===== config.mk =====
export PLATFORM = sky130hd
export DESIGN_NAME = gpio_bus_slave
export DESIGN_NICKNAME = d
export VERILOG_FILES = /design/src/rtl/gpio_bus_pkg.sv /design/src/rtl/bus_response_regs.sv /design/src/rtl/bus_wait_timer.sv /design/src/rtl/gpio_addr_decode.sv /design/src/rtl/gpio_bus_slave.sv /design/src/rtl/gpo_register_bank.sv
export SDC_FILE = /design/constraint.sdc
export NUM_CORES = 1
export LEC_CHECK = 0
export BUFFER_PORTS_ARGS = -buffer_cell sky130_fd_sc_hd__buf_2
export CAP_MARGIN = 20
export CORE_AREA = 3 3 242 244
export DETAILED_ROUTE_END_ITERATION = 7
export DIE_AREA = 0 0 245 247
export PLACE_DENSITY = 0.6
export SKIP_LAST_GASP = 1
export SYNTH_ARGS = -nofsm -noshare
export SYNTH_HDL_FRONTEND = slang
export SYNTH_SLANG_ARGS = --single-unit

===== constraint.sdc =====
create_clock -name BUS -period 2.95 [get_ports BUS]
set_input_delay 0.59 -clock BUS [delete_from_list [all_inputs] [get_ports BUS]]
set_output_delay 0.59 -clock BUS [all_outputs]
set_load 0.02 [all_outputs]

===== src/rtl/gpio_bus_pkg.sv =====
package gpio_bus_pkg;

	//////////////////////////////////////////////////////////////////////
	// Bus widths

	localparam int ADDR_W        = 32;
	localparam int DATA_W        = 32;
	localparam int BYTE_OFFSET_W = 2;                   // Byte lanes inside one word

	typedef logic [ADDR_W-1:0] addr_t;                  // Bus address
	typedef logic [DATA_W-1:0] data_t;                  // Bus data word

	//////////////////////////////////////////////////////////////////////
	// Register map

	localparam int WORD_COUNT = 8;                      // Words per GPIO bank

	typedef logic [$clog2(WORD_COUNT)-1:0] word_index_t;
	typedef logic [WORD_COUNT*DATA_W-1:0]  gpio_vec_t;  // All words of one bank with word 0 lowest

	localparam addr_t GPO_BASE = 32'h0100_0000;         // Read/write output words
	localparam addr_t GPI_BASE = 32'h0100_0020;         // Read-only input words

	// Byte span of one bank
	localparam addr_t BANK_BYTES = addr_t'(WORD_COUNT * (DATA_W / 8));

	// Result of the address decode
	typedef enum logic [1:0] {
		REGION_GPO,
		REGION_GPI,
		REGION_NONE                                     // Unmapped or misaligned
	} region_t;

	//////////////////////////////////////////////////////////////////////
	// Wait states

	typedef logic [1:0] wait_count_t;

	// Counted from the edge that accepts the request
	localparam wait_count_t WRITE_WAIT = 2'd2;
	localparam wait_count_t READ_WAIT  = 2'd3;

endpackage : gpio_bus_pkg


===== src/rtl/bus_response_regs.sv =====
module bus_response_regs (
	input  logic                      BUS,
	input  logic                      reset,
	input  logic                      done,
	input  logic                      rnw,
	input  gpio_bus_pkg::region_t     region,
	input  gpio_bus_pkg::word_index_t word_index,
	input  gpio_bus_pkg::data_t       gpo_word,
	input  gpio_bus_pkg::gpio_vec_t   gp_ip,
	output gpio_bus_pkg::data_t       read_data,
	output logic                      error
);
	import gpio_bus_pkg::*;

	logic  read_err;
	logic  write_err;
	logic  read_ok;
	data_t gpi_word;
	data_t read_sel;

	//////////////////////////////////////////////////////////////////////
	// Decode of the response

	assign read_err  = rnw && (region == REGION_NONE);
	assign write_err = !rnw && (region != REGION_GPO); // Input bank is read only
	assign read_ok   = rnw && (region != REGION_NONE);

	assign gpi_word = gp_ip[word_index*DATA_W +: DATA_W];

	// Output bank or input bank
	assign read_sel = (region == REGION_GPO) ? gpo_word : gpi_word;

	//////////////////////////////////////////////////////////////////////
	// Response registers

	always_ff @(posedge BUS) begin
		if (reset) begin
			read_data <= '0;
			error     <= 1'b0;
		end
		else if (done) begin
			error <= read_err || write_err;             // Held until the next completion
			if (read_ok) begin
				read_data <= read_sel;
			end
		end
	end

endmodule : bus_response_regs


===== src/rtl/bus_wait_timer.sv =====
module bus_wait_timer (
	input  logic BUS,
	input  logic reset,
	input  logic valid,
	input  logic rnw,
	output logic ready,
	output logic done
);
	import gpio_bus_pkg::*;

	typedef enum logic [1:0] {
		ST_IDLE,                                        // Waiting for valid
		ST_WAIT,                                        // Counting wait states
		ST_RECOVER                                      // Ready cycle with valid ignored at its end
	} state_t;

	state_t      state;
	wait_count_t count;
	wait_count_t target;

	assign target = rnw ? READ_WAIT : WRITE_WAIT;     // Reads take one cycle longer

	// Last wait cycle before ready
	assign done = (state == ST_WAIT) && (count == target);

	//////////////////////////////////////////////////////////////////////
	// State machine

	always_ff @(posedge BUS) begin
		if (reset) begin
			state <= ST_IDLE;
			count <= '0;
			ready <= 1'b0;
		end
		else begin
			ready <= 1'b0;                              // One-cycle pulse by default
			case (state)
				ST_IDLE: begin
					if (valid) begin
						state <= ST_WAIT;
						count <= wait_count_t'(1);      // Accept edge counts as the first
					end
				end
				ST_WAIT: begin
					if (done) begin
						state <= ST_RECOVER;
						ready <= 1'b1;
					end
					else begin
						count <= count + 2'd1;
					end
				end
				default: begin
					state <= ST_IDLE;                   // Master drops valid here
					count <= '0;
				end
			endcase
		end
	end

	//////////////////////////////////////////////////////////////////////
	// Checks

	ready_one_cycle : assert property (@(posedge BUS) disable iff (reset)
		ready |=> !ready);

	// Wait length must not change under the counter
	rnw_held : assert property (@(posedge BUS) disable iff (reset)
		(state == ST_WAIT) |-> $stable(rnw));

endmodule : bus_wait_timer


===== src/rtl/gpio_addr_decode.sv =====
module gpio_addr_decode (
	input  gpio_bus_pkg::addr_t       addr,
	output gpio_bus_pkg::region_t     region,
	output gpio_bus_pkg::word_index_t word_index
);
	import gpio_bus_pkg::*;

	//////////////////////////////////////////////////////////////////////
	// Offsets into each bank

	addr_t gpo_offset;
	addr_t gpi_offset;
	logic  aligned;
	logic  in_gpo;
	logic  in_gpi;

	// Below the base wraps to a large offset, so one compare covers both ends
	assign gpo_offset = addr - GPO_BASE;
	assign gpi_offset = addr - GPI_BASE;

	assign in_gpo  = (gpo_offset < BANK_BYTES);
	assign in_gpi  = (gpi_offset < BANK_BYTES);
	assign aligned = (addr[BYTE_OFFSET_W-1:0] == '0); // Word accesses only

	// Index bits sit just above the byte lanes
	assign word_index = addr[BYTE_OFFSET_W +: $bits(word_index_t)];

	//////////////////////////////////////////////////////////////////////
	// Region select

	always_comb begin
		region = REGION_NONE;                           // Default is a bus error
		if (aligned) begin
			if (in_gpo) begin
				region = REGION_GPO;
			end
			else if (in_gpi) begin
				region = REGION_GPI;
			end
		end
	end

endmodule : gpio_addr_decode


===== src/rtl/gpio_bus_slave.sv =====
module gpio_bus_slave (
	input  logic                                BUS,
	input  logic                                reset,
	input  logic                                valid,
	input  logic                                rnw,
	input  gpio_bus_pkg::addr_t                 addr,
	input  gpio_bus_pkg::data_t                 write_data,
	input  gpio_bus_pkg::gpio_vec_t             gp_ip,
	output logic                                ready,
	output logic                                error,
	output gpio_bus_pkg::data_t                 read_data,
	output gpio_bus_pkg::gpio_vec_t             gp_op,
	output logic [gpio_bus_pkg::WORD_COUNT-1:0] gp_op_valid
);
	import gpio_bus_pkg::*;

	region_t     region;                            // From the decoder
	word_index_t word_index;
	logic        done;                              // Completion strobe in the cycle before ready
	data_t       gpo_word;                          // Output word for readback

	//////////////////////////////////////////////////////////////////////
	// Blocks

	gpio_addr_decode u_decode (
		.addr       (addr),
		.region     (region),
		.word_index (word_index)
	);

	bus_wait_timer u_timer (
		.BUS   (BUS),
		.reset (reset),
		.valid (valid),
		.rnw   (rnw),
		.ready (ready),
		.done  (done)
	);

	gpo_register_bank u_gpo (
		.BUS         (BUS),
		.reset       (reset),
		.done        (done),
		.rnw         (rnw),
		.region      (region),
		.word_index  (word_index),
		.write_data  (write_data),
		.gp_op       (gp_op),
		.gp_op_valid (gp_op_valid),
		.gpo_word    (gpo_word)
	);

	bus_response_regs u_resp (
		.BUS        (BUS),
		.reset      (reset),
		.done       (done),
		.rnw        (rnw),
		.region     (region),
		.word_index (word_index),
		.gpo_word   (gpo_word),
		.gp_ip      (gp_ip),
		.read_data  (read_data),
		.error      (error)
	);

	// The master holds its request until the ready cycle
	request_stable : assert property (@(posedge BUS) disable iff (reset)
		(valid && !ready) |=> (valid && $stable({addr, rnw, write_data})));

endmodule : gpio_bus_slave


===== src/rtl/gpo_register_bank.sv =====
module gpo_register_bank (
	input  logic                                  BUS,
	input  logic                                  reset,
	input  logic                                  done,
	input  logic                                  rnw,
	input  gpio_bus_pkg::region_t                 region,
	input  gpio_bus_pkg::word_index_t             word_index,
	input  gpio_bus_pkg::data_t                   write_data,
	output gpio_bus_pkg::gpio_vec_t               gp_op,
	output logic [gpio_bus_pkg::WORD_COUNT-1:0]   gp_op_valid,
	output gpio_bus_pkg::data_t                   gpo_word
);
	import gpio_bus_pkg::*;

	logic write_hit;

	// Only a completed write to the output bank changes state
	assign write_hit = done && !rnw && (region == REGION_GPO);

	//////////////////////////////////////////////////////////////////////
	// Output words and strobes

	always_ff @(posedge BUS) begin
		if (reset) begin
			gp_op       <= '0;
			gp_op_valid <= '0;
		end
		else begin
			gp_op_valid <= '0;                          // Strobe lasts one cycle
			if (write_hit) begin
				gp_op[word_index*DATA_W +: DATA_W] <= write_data;
				gp_op_valid[word_index]            <= 1'b1; // Lines up with ready
			end
		end
	end

	//////////////////////////////////////////////////////////////////////
	// Readback

	// Readback word that the response registers sample at done
	assign gpo_word = gp_op[word_index*DATA_W +: DATA_W];

	//////////////////////////////////////////////////////////////////////
	// Checks

	// At most one word per transfer
	strobe_onehot : assert property (@(posedge BUS) disable iff (reset)
		$onehot0(gp_op_valid));

endmodule : gpo_register_bank


* Word level (Yosys, flattened, before mapping)
Index checks and enable logic that the tools add are counted.
Word-level totals: register bits 302, input port bits 324, logic and storage cells 60
Operators by class: add/sub/neg operators 4, order comparisons 4, eq/ne operators 7, shifts and indexed selects 4, mux-type cells 14, bitwise operators 2, reduce and logical (&&, ||, !) cells 18
Operator list (number):
- indexed part select 256 x 9 -> 32 bit | 2
- bitwise mux 256 bit | 1
- variable shift 32 x 34 -> 256 bit, first input constant | 1
- indexed part select 32 x 34 -> 256 bit | 1
- < comparator 32 x 6 -> 1 bit, second input constant | 2
- subtractor 32 x 25 -> 32 bit, second input constant | 2
- negation 8 -> 34 bit | 1
- 2-to-1 mux 32 bit | 1
- 2-to-1 mux 2 bit | 6
- case mux 2 bit (2 select lines) | 2
- logical AND 1 bit | 7
- logical NOT 2 bit | 3
- != test 2 bit, second input constant | 3
- AND reduction 2 bit | 3
- < comparator 3 x 4 -> 1 bit, second input constant | 1
- OR reduction 2 bit | 2
- demux 1 bit (select 3 bit) | 1
- >= comparator 3 x 1 -> 1 bit, second input constant | 1
- 2-to-1 mux 1 bit | 3
- adder 2 x 1 -> 2 bit, second input constant | 1
- == test 2 x 1 -> 1 bit, second input constant | 1
- == test 2 bit | 1
- == test 2 bit, second input constant | 1
- != test 2 x 1 -> 1 bit, second input constant | 1
- other kinds (4) | 5

* Logic depth before layout (Yosys ltp)
Gate-level depths: netlist of run 1.
word-level depth 9, gate-level depth with buffers 12, depth with buffers taken out 9

* Cells and area by module
Synthesis of run 1 repeated with hierarchy kept, for this count alone.
Unflattened totals: cell total of the unflattened synthesis 1932, area total of the unflattened synthesis 16525.8 um^2
By module, submodules not included:
- gpo_register_bank | instances 1, cells each 1524, area an instance 12386.9 um^2, seq. area each 5285.1 um^2
- bus_response_regs | instances 1, cells each 304, area an instance 3370.7 um^2, seq. area each 660.6 um^2
- gpio_addr_decode | instances 1, cells each 83, area an instance 568.0 um^2, seq. area each 0.0 um^2
- bus_wait_timer | instances 1, cells each 21, area an instance 200.2 um^2, seq. area each 100.1 um^2

* Least setup slack after synthesis of run 1
Ideal clock, no wire load.
path type input -> register, from input port addr[28], to register u_resp.read_data[1], library setup time 0.070 ns, data arrival time 2.703 ns, path slack 0.177 ns, stages 8, path through or4_4 > nor4_2 > nand4b_1 > buf_1 > mux2_2 > o22ai_1 > or4_1 > o2bb2ai_1
On the way: cells in the longest elaborated chain, start to end 8, elaborated cells on any way between the ends 12
Ends and longest elaborated chain:
- from (decl) | RTL line gpio_bus_slave.sv:6 | input gpio_bus_pkg::addr_t addr,
- subtractor 32 x 25 -> 32 bit | RTL line gpio_addr_decode.sv:19 | assign gpi_offset = addr - GPI_BASE;
- < comparator 32 x 6 -> 1 bit | RTL line gpio_addr_decode.sv:22 | assign in_gpi = (gpi_offset < BANK_BYTES);
- 2-to-1 mux 2 bit | RTL line gpio_addr_decode.sv:37 | else if (in_gpi) begin
- 2-to-1 mux 2 bit * | RTL line gpio_addr_decode.sv:34 | if (in_gpo) begin
- 2-to-1 mux 2 bit * | RTL line gpio_addr_decode.sv:33 | if (aligned) begin
- != test 2 bit | RTL line bus_response_regs.sv:26 | assign read_ok = rnw && (region != REGION_NONE);
- logical AND 1 bit | RTL line bus_response_regs.sv:26
- AND reduction 2 bit (no source line)
- to (signal assigned) | RTL line bus_response_regs.sv:44 | read_data <= read_sel;
- to (decl) | RTL line bus_response_regs.sv:10 | output gpio_bus_pkg::data_t read_data,
Mark *: on every way between the ends. The rest lies on a longest branch, timed or not. A chain may end at the register's enable or synchronous reset.

* Final worst setup path of run 1
from input port addr[28], to register u_resp.read_data[30]
Same word-level chain as after synthesis.

==> run_results.csv, run 1 <==
group,metric,value,unit
synthesis,synth_xor_area_share,0.1140,%
synthesis,synth_largest_area_cell,"dfxtp_1",
synthesis,synth-simple-area-share,21.15,%
worst_setup_path,cp_cell_sequence,"buf_2 -> or4_4 -> nor4_2 -> nand4b_1 -> buf_4 -> buf_4 -> mux2i_1 -> o22ai_1 -> a211oi_1 -> a31oi_1",
cts,cts_buffers,34,
worst_setup_path,critPathSlowestCell,"or4_4",
routing,maxUsedRoutingLayer,"met5",
routing,route.met3.wl,7213,um
routing,postRouteAntennaNets,0,
sta,timing.hold.ws,0.3680,ns
worst_setup_path,crit_start,"addr[28]",
cts,ctsRootBufferMaster,"clkbuf_16",
floorplanning,dieHeight,247,um
global_routing,antenna_found_initial,3,
pwr,p_leak,9.842,nW
run_status,status,"complete, no violations",
layout,ff_latch_area,6046,um^2
global_routing,grt_pass1_vias,17570,
floorplanning,io_pins,622,
worst_setup_path,path_class,"input pin to register",
cts,hold_buffers,0,
worst_setup_path,critPathTopFamily,"simple AND/OR/NAND/NOR gates",
layout,multi_input_area,8556,um^2
cts,cts.sinks,302,
min_path,worstHoldPathType,"input pin to register",
cts,cts_tree,"yes",
place,gp_congestion,0.9219,
routing,m1WireLength,33550,um
worst_setup_path,startpoint_type,"input pin",
sta,relSlewSlack,53.44,%
layout,stdcell_area,21360,um^2
sta,fin_crit_sh,93.97,%
worst_setup_path,crit_fanout,27,
synthesis,synth_ff_type,"dfxtp_1",
floorplanning,die_area,60520,um^2
pwr,vdd_drop_max,0.0002975,V
global_routing,overflow,0,
synthesis,yosysMostFrequentCell,"nand2_1",
floorplanning,start_util,27.20,%
sta,rsz0062_at_grt,"false",
routing,wire_per_inst,26.04,um
layout,utilization,37.80,%
cts,cts_buffer_depth,3,
cts,ctsResizeCount,0,
synthesis,synthesis.yosys.warnings,0,
floorplanning,num_rows,87,
worst_setup_path,reg2reg_from,"u_timer.count[1]$_SDFFE_PP0P_",
layout,area_delta_synth_final,39.00,%
synthesis,synth_top_family_by_area,"simple AND/OR/NAND/NOR gates",
routing,wl,85040,um
synthesis,synth_top_area_share,39.35,%
synthesis,synth_edf_count,0,
floorplanning,die_w,245,um
routing,vias,17700,
synthesis,synth_nets,2193,
sta,max_freq,360.7,MHz
worst_setup_path,cp_slowest_stage_delay,0.54,ns
pwr,p_per_area,432.9,nW/um^2
synthesis,synthMuxAreaShare,16.63,%
cts,cts_setup_buffers,0,
synthesis,async_flop_share,0,%
routing,drtPass1Iterations,6,
layout,nNetsFinal,2815,
synthesis,synthTopCellsByArea,"dfxtp_1 39%, nand2_1 10%, a21oi_1 9.3%",
routing,drc,0,
synthesis,synth_area,15370,um^2
sta,drv_slew,0,
place,dp_hpwl,62700,um
worst_setup_path,critPathMostFrequentCell,"buf_4",
worst_setup_path,r2r_setup_slack,0.55,ns
synthesis,synth_seq_cells,302,
routing,wl_met2,41010,um
synthesis,synthTopCellsByCount,"425 x nand2_1, 302 x dfxtp_1, 284 x a21oi_1",
min_path,worstHoldStart,"write_data[14]",
synthesis,synth-adder-area-share,0.2443,%
cts,htreeDepth,2,
cts,clk_latency,0.54,ns
routing,viasPerCell,5.421,
layout,layout-drive-gt1-share,37.47,%
sta,worstMarginPinSlew,0.6897,ns
sta,setup_slack,0.1778,ns
job,maxCapViolCount,0,
sta,final_hold_viol_count,0,
worst_setup_path,crit_required,3.36,ns
synthesis,synthDistinctLibCells,62,
worst_setup_path,cp.arrival,3.18,ns
sta,min_period,2.772,ns
place,postPlaceCellArea,20290,um^2
sta,setup_violations,0,
place,dp_slack,-0.3469,ns
global_routing,grtUsageTotal,26.86,%
worst_setup_path,end_kind,"register",
global_routing,grt_max_degree,86,
worst_setup_path,crit_buf_inv,3,
place,io_buffer_count,621,
synthesis,seq_area_frac_synth,39.35,%
cts,path_clk_slew,0.06,ns
floorplanning,coreArea,56500,um^2
routing,dr.first_iter.drc_count,1420,
synthesis,syn_inst,1866,
layout,fillers,5818,
synthesis,synth_compound_area_share,16.66,%
global_routing,grt_pass1_wl,119700,um
sta,skew,0.02077,ns
synthesis,syn_avg_cell_area,8.235,um^2
==> state kept, by name, indices dropped and copies added, names as in the netlist <==
name / count
u_gpo.gp_op: 256
u_gpo.gp_op_valid: 8
u_resp.error: 1
u_resp.read_data: 32
u_timer.count: 2
u_timer.ready: 1
u_timer.state: 2
==> where the power goes <==
part / leakage [nW] / total (mW) / switching, mW / internal, mW
sequential: 2.43 / 4.09 / 0.00448 / 4.08
combinational: 6.89 / 1.03 / 0.591 / 0.439
clock: 0.519 / 4.13 / 1.73 / 2.40
total: 9.84 / 9.25 / 2.33 / 6.92
==> layer usage <==
| layer | vias up | track usage, % |
|---|---|---|
| li1 | 7911 | - |
| met1 | 8592 | 33.09 |
| met2 | 1014 | 46.14 |
| met3 | 183 | 5.248 |
| met4 | 4 | 10.72 |
| met5 | - | 0 |
==> worst register-to-register path: stages (launching register included) <==
cell and delay, ns:
dfxtp_1 0.37, nor2b_1 0.20, nand4_1 0.18, nor4_1 0.29
nand4_1 0.19, o31ai_4 0.41, buf_12 0.23, a21boi_0 0.32
a21oi_1 0.11
==> path summary, 6_finish.rpt <==
kind | to | cells after the start
min | u_gpo.gp_op[174]$_SDFFE_PP0P_ | 3
max reg2reg | u_resp.read_data[2]$_SDFFE_PP0P_ | 8
max | u_resp.read_data[30]$_SDFFE_PP0P_ | 10
min reg2reg | u_gpo.gp_op[122]$_SDFFE_PP0P_ | 2
==> per-stage QoR <==
step,power [mW],std cells,setup TNS (ns)
5_1_grt,9.534,3265,0
4_1_cts,9.329,3265,0
3_5_place_dp,5.199,3208,-55.72
3_3_place_gp,5.192,3208,-42.71
6_report,9.245,3266,0
2_1_floorplan,4.639,1866,0
==> kinds of logic after synthesis <==
kind of cell,after synthesis
and+or+nand+nor,707
buffers and inverters,195
AOI/OAI and AO/OA,449
xor gates and xnor gates,2
DFF,302
muxes,208
adders and majority gates,3
==> area by class of cell <==
class / instances / area share, %
Tap cell: 756 / 4.429
Inverter: 7 / 0.1230
Clock buffer: 51 / 4.610
Clock inverter: 6 / 0.3632
Multi-Input combinational cell: 1369 / 40.06
Sequential cell: 302 / 28.31
Timing Repair Buffer: 774 / 22.10
Antenna cell: 1 / 0.01172
==> cells in the final DEF, fill, tap and decap left out, types with 7 or more instances in the layout <==
cell       count
nand2_2        9
clkbuf_8       7
nor4_1        22
mux2i_1      127
clkbuf_16     34
buf_4        118
buf_2        619
nand3_1      111
nand2_1      416
clkbuf_1      10
a21oi_1      284
mux2_2        48
nor2_4         7
o22ai_1       90
a211oi_1      14
mux4_2        33
or4_1         10
nor3_1        12
nand3b_1      41
nor2_1        36
o21bai_1      17
dfxtp_1      302
a31oi_1        9
buf_12        36
Power figures use the tool's default switching activity.
==> run 2: changes to the inputs <==
--- a/config.mk
+++ b/config.mk
@@ -11,6 +11,7 @@
 export DETAILED_ROUTE_END_ITERATION = 7
 export DIE_AREA = 0 0 245 247
 export PLACE_DENSITY = 0.6
+export REMOVE_ABC_BUFFERS = 1
 export SKIP_LAST_GASP = 1
 export SYNTH_ARGS = -nofsm -noshare
 export SYNTH_HDL_FRONTEND = slang
==> constraint.sdc (replaced) <==
create_clock -name BUS -period 2.95 [get_ports BUS]
set_input_delay 0.295 -clock BUS [delete_from_list [all_inputs] [get_ports BUS]]
set_output_delay 0.295 -clock BUS [all_outputs]
set_load 0.02 [all_outputs]
==> run 2 against run 1 <==
  * Non-clock buffer count is 46 lower
  * Worst hold slack worse by 0.29 ns
  * Sequential power hardly changed
  * Global-route usage is 0.76 points lower
  * Critical path type unchanged
  * Via count is 2.2% lower
  * Clock-buffer cell count is 3 lower
  * Critical path depth is 1 lower
  * Clock power is 6.8% higher
  * Cell area is 1.9% lower
  * Clock skew is 0.011 ns lower
==> run_results.csv, run 2 (synthesized netlist as in run 1, its figures left out) <==
group,metric,value,unit
cts,cts_buffers,36,
place,gp_congestion,0.9536,
cts,cts.sinks,302,
sta,relSlewSlack,42.89,%
floorplanning,coreArea,56500,um^2
cts,ctsResizeCount,0,
layout,largest_reg_flops,256,
worst_setup_path,crit_required,3.33,ns
cts,cts_buffer_depth,3,
sta,worstMarginPinSlew,0.8566,ns
routing,drtPass1Iterations,5,
cts,clk_latency,0.52,ns
place,io_buffer_count,621,
layout,area_delta_synth_final,36.40,%
cts,path_clk_slew,0.06,ns
global_routing,grt_pass1_wl,117100,um
pwr,vdd_drop_max,0.0002724,V
layout,layout-drive-gt1-share,36.65,%
routing,viasPerCell,5.363,
global_routing,antenna_found_initial,4,
layout,largest-register,"u_gpo.gp_op",
sta,setup_violations,0,
layout,reg_top3,"u_gpo.gp_op: 256 flops, u_resp.read_data: 32 flops, u_gpo.gp_op_valid: 8 flops",
floorplanning,io_pins,622,
cts,cts_setup_buffers,0,
worst_setup_path,startpoint_type,"input pin",
place,dp_hpwl,59650,um
sta,skew,0.009903,ns
cts,cts_tree,"yes",
global_routing,grtUsageTotal,26.10,%
pwr,p_leak,9.625,nW
sta,fin_crit_sh,85.88,%
global_routing,overflow,0,
global_routing,grt_pass1_vias,17170,
worst_setup_path,path_class,"input pin to register",
routing,dr.first_iter.drc_count,1444,
run_status,status,"complete, no violations",
routing,wl,82760,um
place,postPlaceCellArea,19790,um^2
routing,drc,0,
sta,drv_slew,0,
worst_setup_path,crit_fanout,45,
sta,min_period,2.533,ns
pwr,fin_total_pwr,9.478,mW
pwr,p_per_area,452.2,nW/um^2
global_routing,grt_max_degree,78,
layout,stdcell_area,20960,um^2
floorplanning,dieHeight,247,um
worst_setup_path,end_kind,"register",
floorplanning,die_area,60520,um^2
sta,timing.hold.ws,0.08111,ns
floorplanning,die_w,245,um
layout,layout_commonest_cell,"buf_2",
cts,htreeDepth,2,
routing,postRouteAntennaNets,0,
sta,final_hold_viol_count,0,
cts,ctsRootBufferMaster,"clkbuf_16",
layout,nNetsFinal,2771,
routing,wire_per_inst,25.65,um
sta,setup-tns-final,0,ns
min_path,hold_depth,3,
floorplanning,start_util,27.20,%
routing,vias,17310,
min_path,worstHoldPathType,"input pin to register",
worst_setup_path,cp.arrival,2.92,ns
sta,max_freq,394.7,MHz
floorplanning,num_rows,87,
cts,hold_buffers,0,
job,maxCapViolCount,0,
worst_setup_path,ff2ff_path_depth,8,
layout,layout_common_cells,"619 x buf_2, 416 x nand2_1, 302 x dfxtp_1",
sta,rsz0062_at_grt,"false",
run 2: cell types whose count changed in the layout (fill, tap and decap cells not counted), moves of 2 or more:
| cell | previous run | this run |
|---|---|---|
| buf_12 | 36 | 24 |
| buf_4 | 118 | 84 |
| clkbuf_1 | 10 | 6 |
| clkbuf_16 | 34 | 37 |
| clkbuf_8 | 7 | 5 |
| clkinv_2 | 1 | 8 |
| clkinv_4 | 1 | 3 |
run 2: final timing paths:
path / from / end / slack (ns)
setup reg to reg: u_timer.count[1]$_SDFFE_PP0P_ / u_resp.read_data[4]$_SDFFE_PP0P_ / 0.44
hold / removal: write_data[29] / u_gpo.gp_op[189]$_SDFFE_PP0P_ / 0.08
setup / recovery: addr[29] / u_resp.read_data[2]$_SDFFE_PP0P_ / 0.42
hold reg to reg: u_resp.read_data[20]$_SDFFE_PP0P_ / u_resp.read_data[20]$_SDFFE_PP0P_ / 0.46
run 2: area by class of cell:
cell class                      instances  area (um^2)
Tap cell                              756        945.9
Multi-Input combinational cell       1369         8552
Inverter                                7        26.28
Antenna cell                            2        5.005
Clock buffer                           48         1017
Clock inverter                         15        142.6
Timing Repair Buffer                  728         4224
Fill cell                            5843        35540
Sequential cell                       302         6046
run 2: power by group:
group	switching (mW)	leakage [nW]	internal (mW)
clock network	1.80	0.576	2.61
registers	0.00473	2.43	4.08
logic	0.574	6.62	0.410
run 2: metrics by stage:
| stage | std cells | setup slack, ns | utilization [%] |
|---|---|---|---|
| finish | 3227 | 0.4166 | 37.10 |
| global route | 3227 | 0.2924 | 37.10 |
| CTS | 3225 | 0.4646 | 37.09 |
| detailed placement | 3162 | -0.04559 | 35.04 |
| global placement | 3162 | -0.04127 | 35.04 |
| floorplan | 1678 | -8.678 | - |
run 2: routing by layer:
metal / vias to the layer above / track usage, % / wire (um)
li1: 7800 / - / -
met1: 8330 / 32.50 / 32920
met2: 985 / 45.28 / 40350
met3: 190 / 3.882 / 6545
met4: 2 / 10.56 / 2931
met5: - / 0 / 13
run 2: worst max-delay path: stages:
cell and delay [ns]:
buf_2 0.13, or4_4 0.54, nor4_2 0.28, nand4b_1 0.22, buf_4 0.36, mux2i_1 0.25, o22ai_1 0.12, a311oi_1 0.49
a21oi_1 0.14
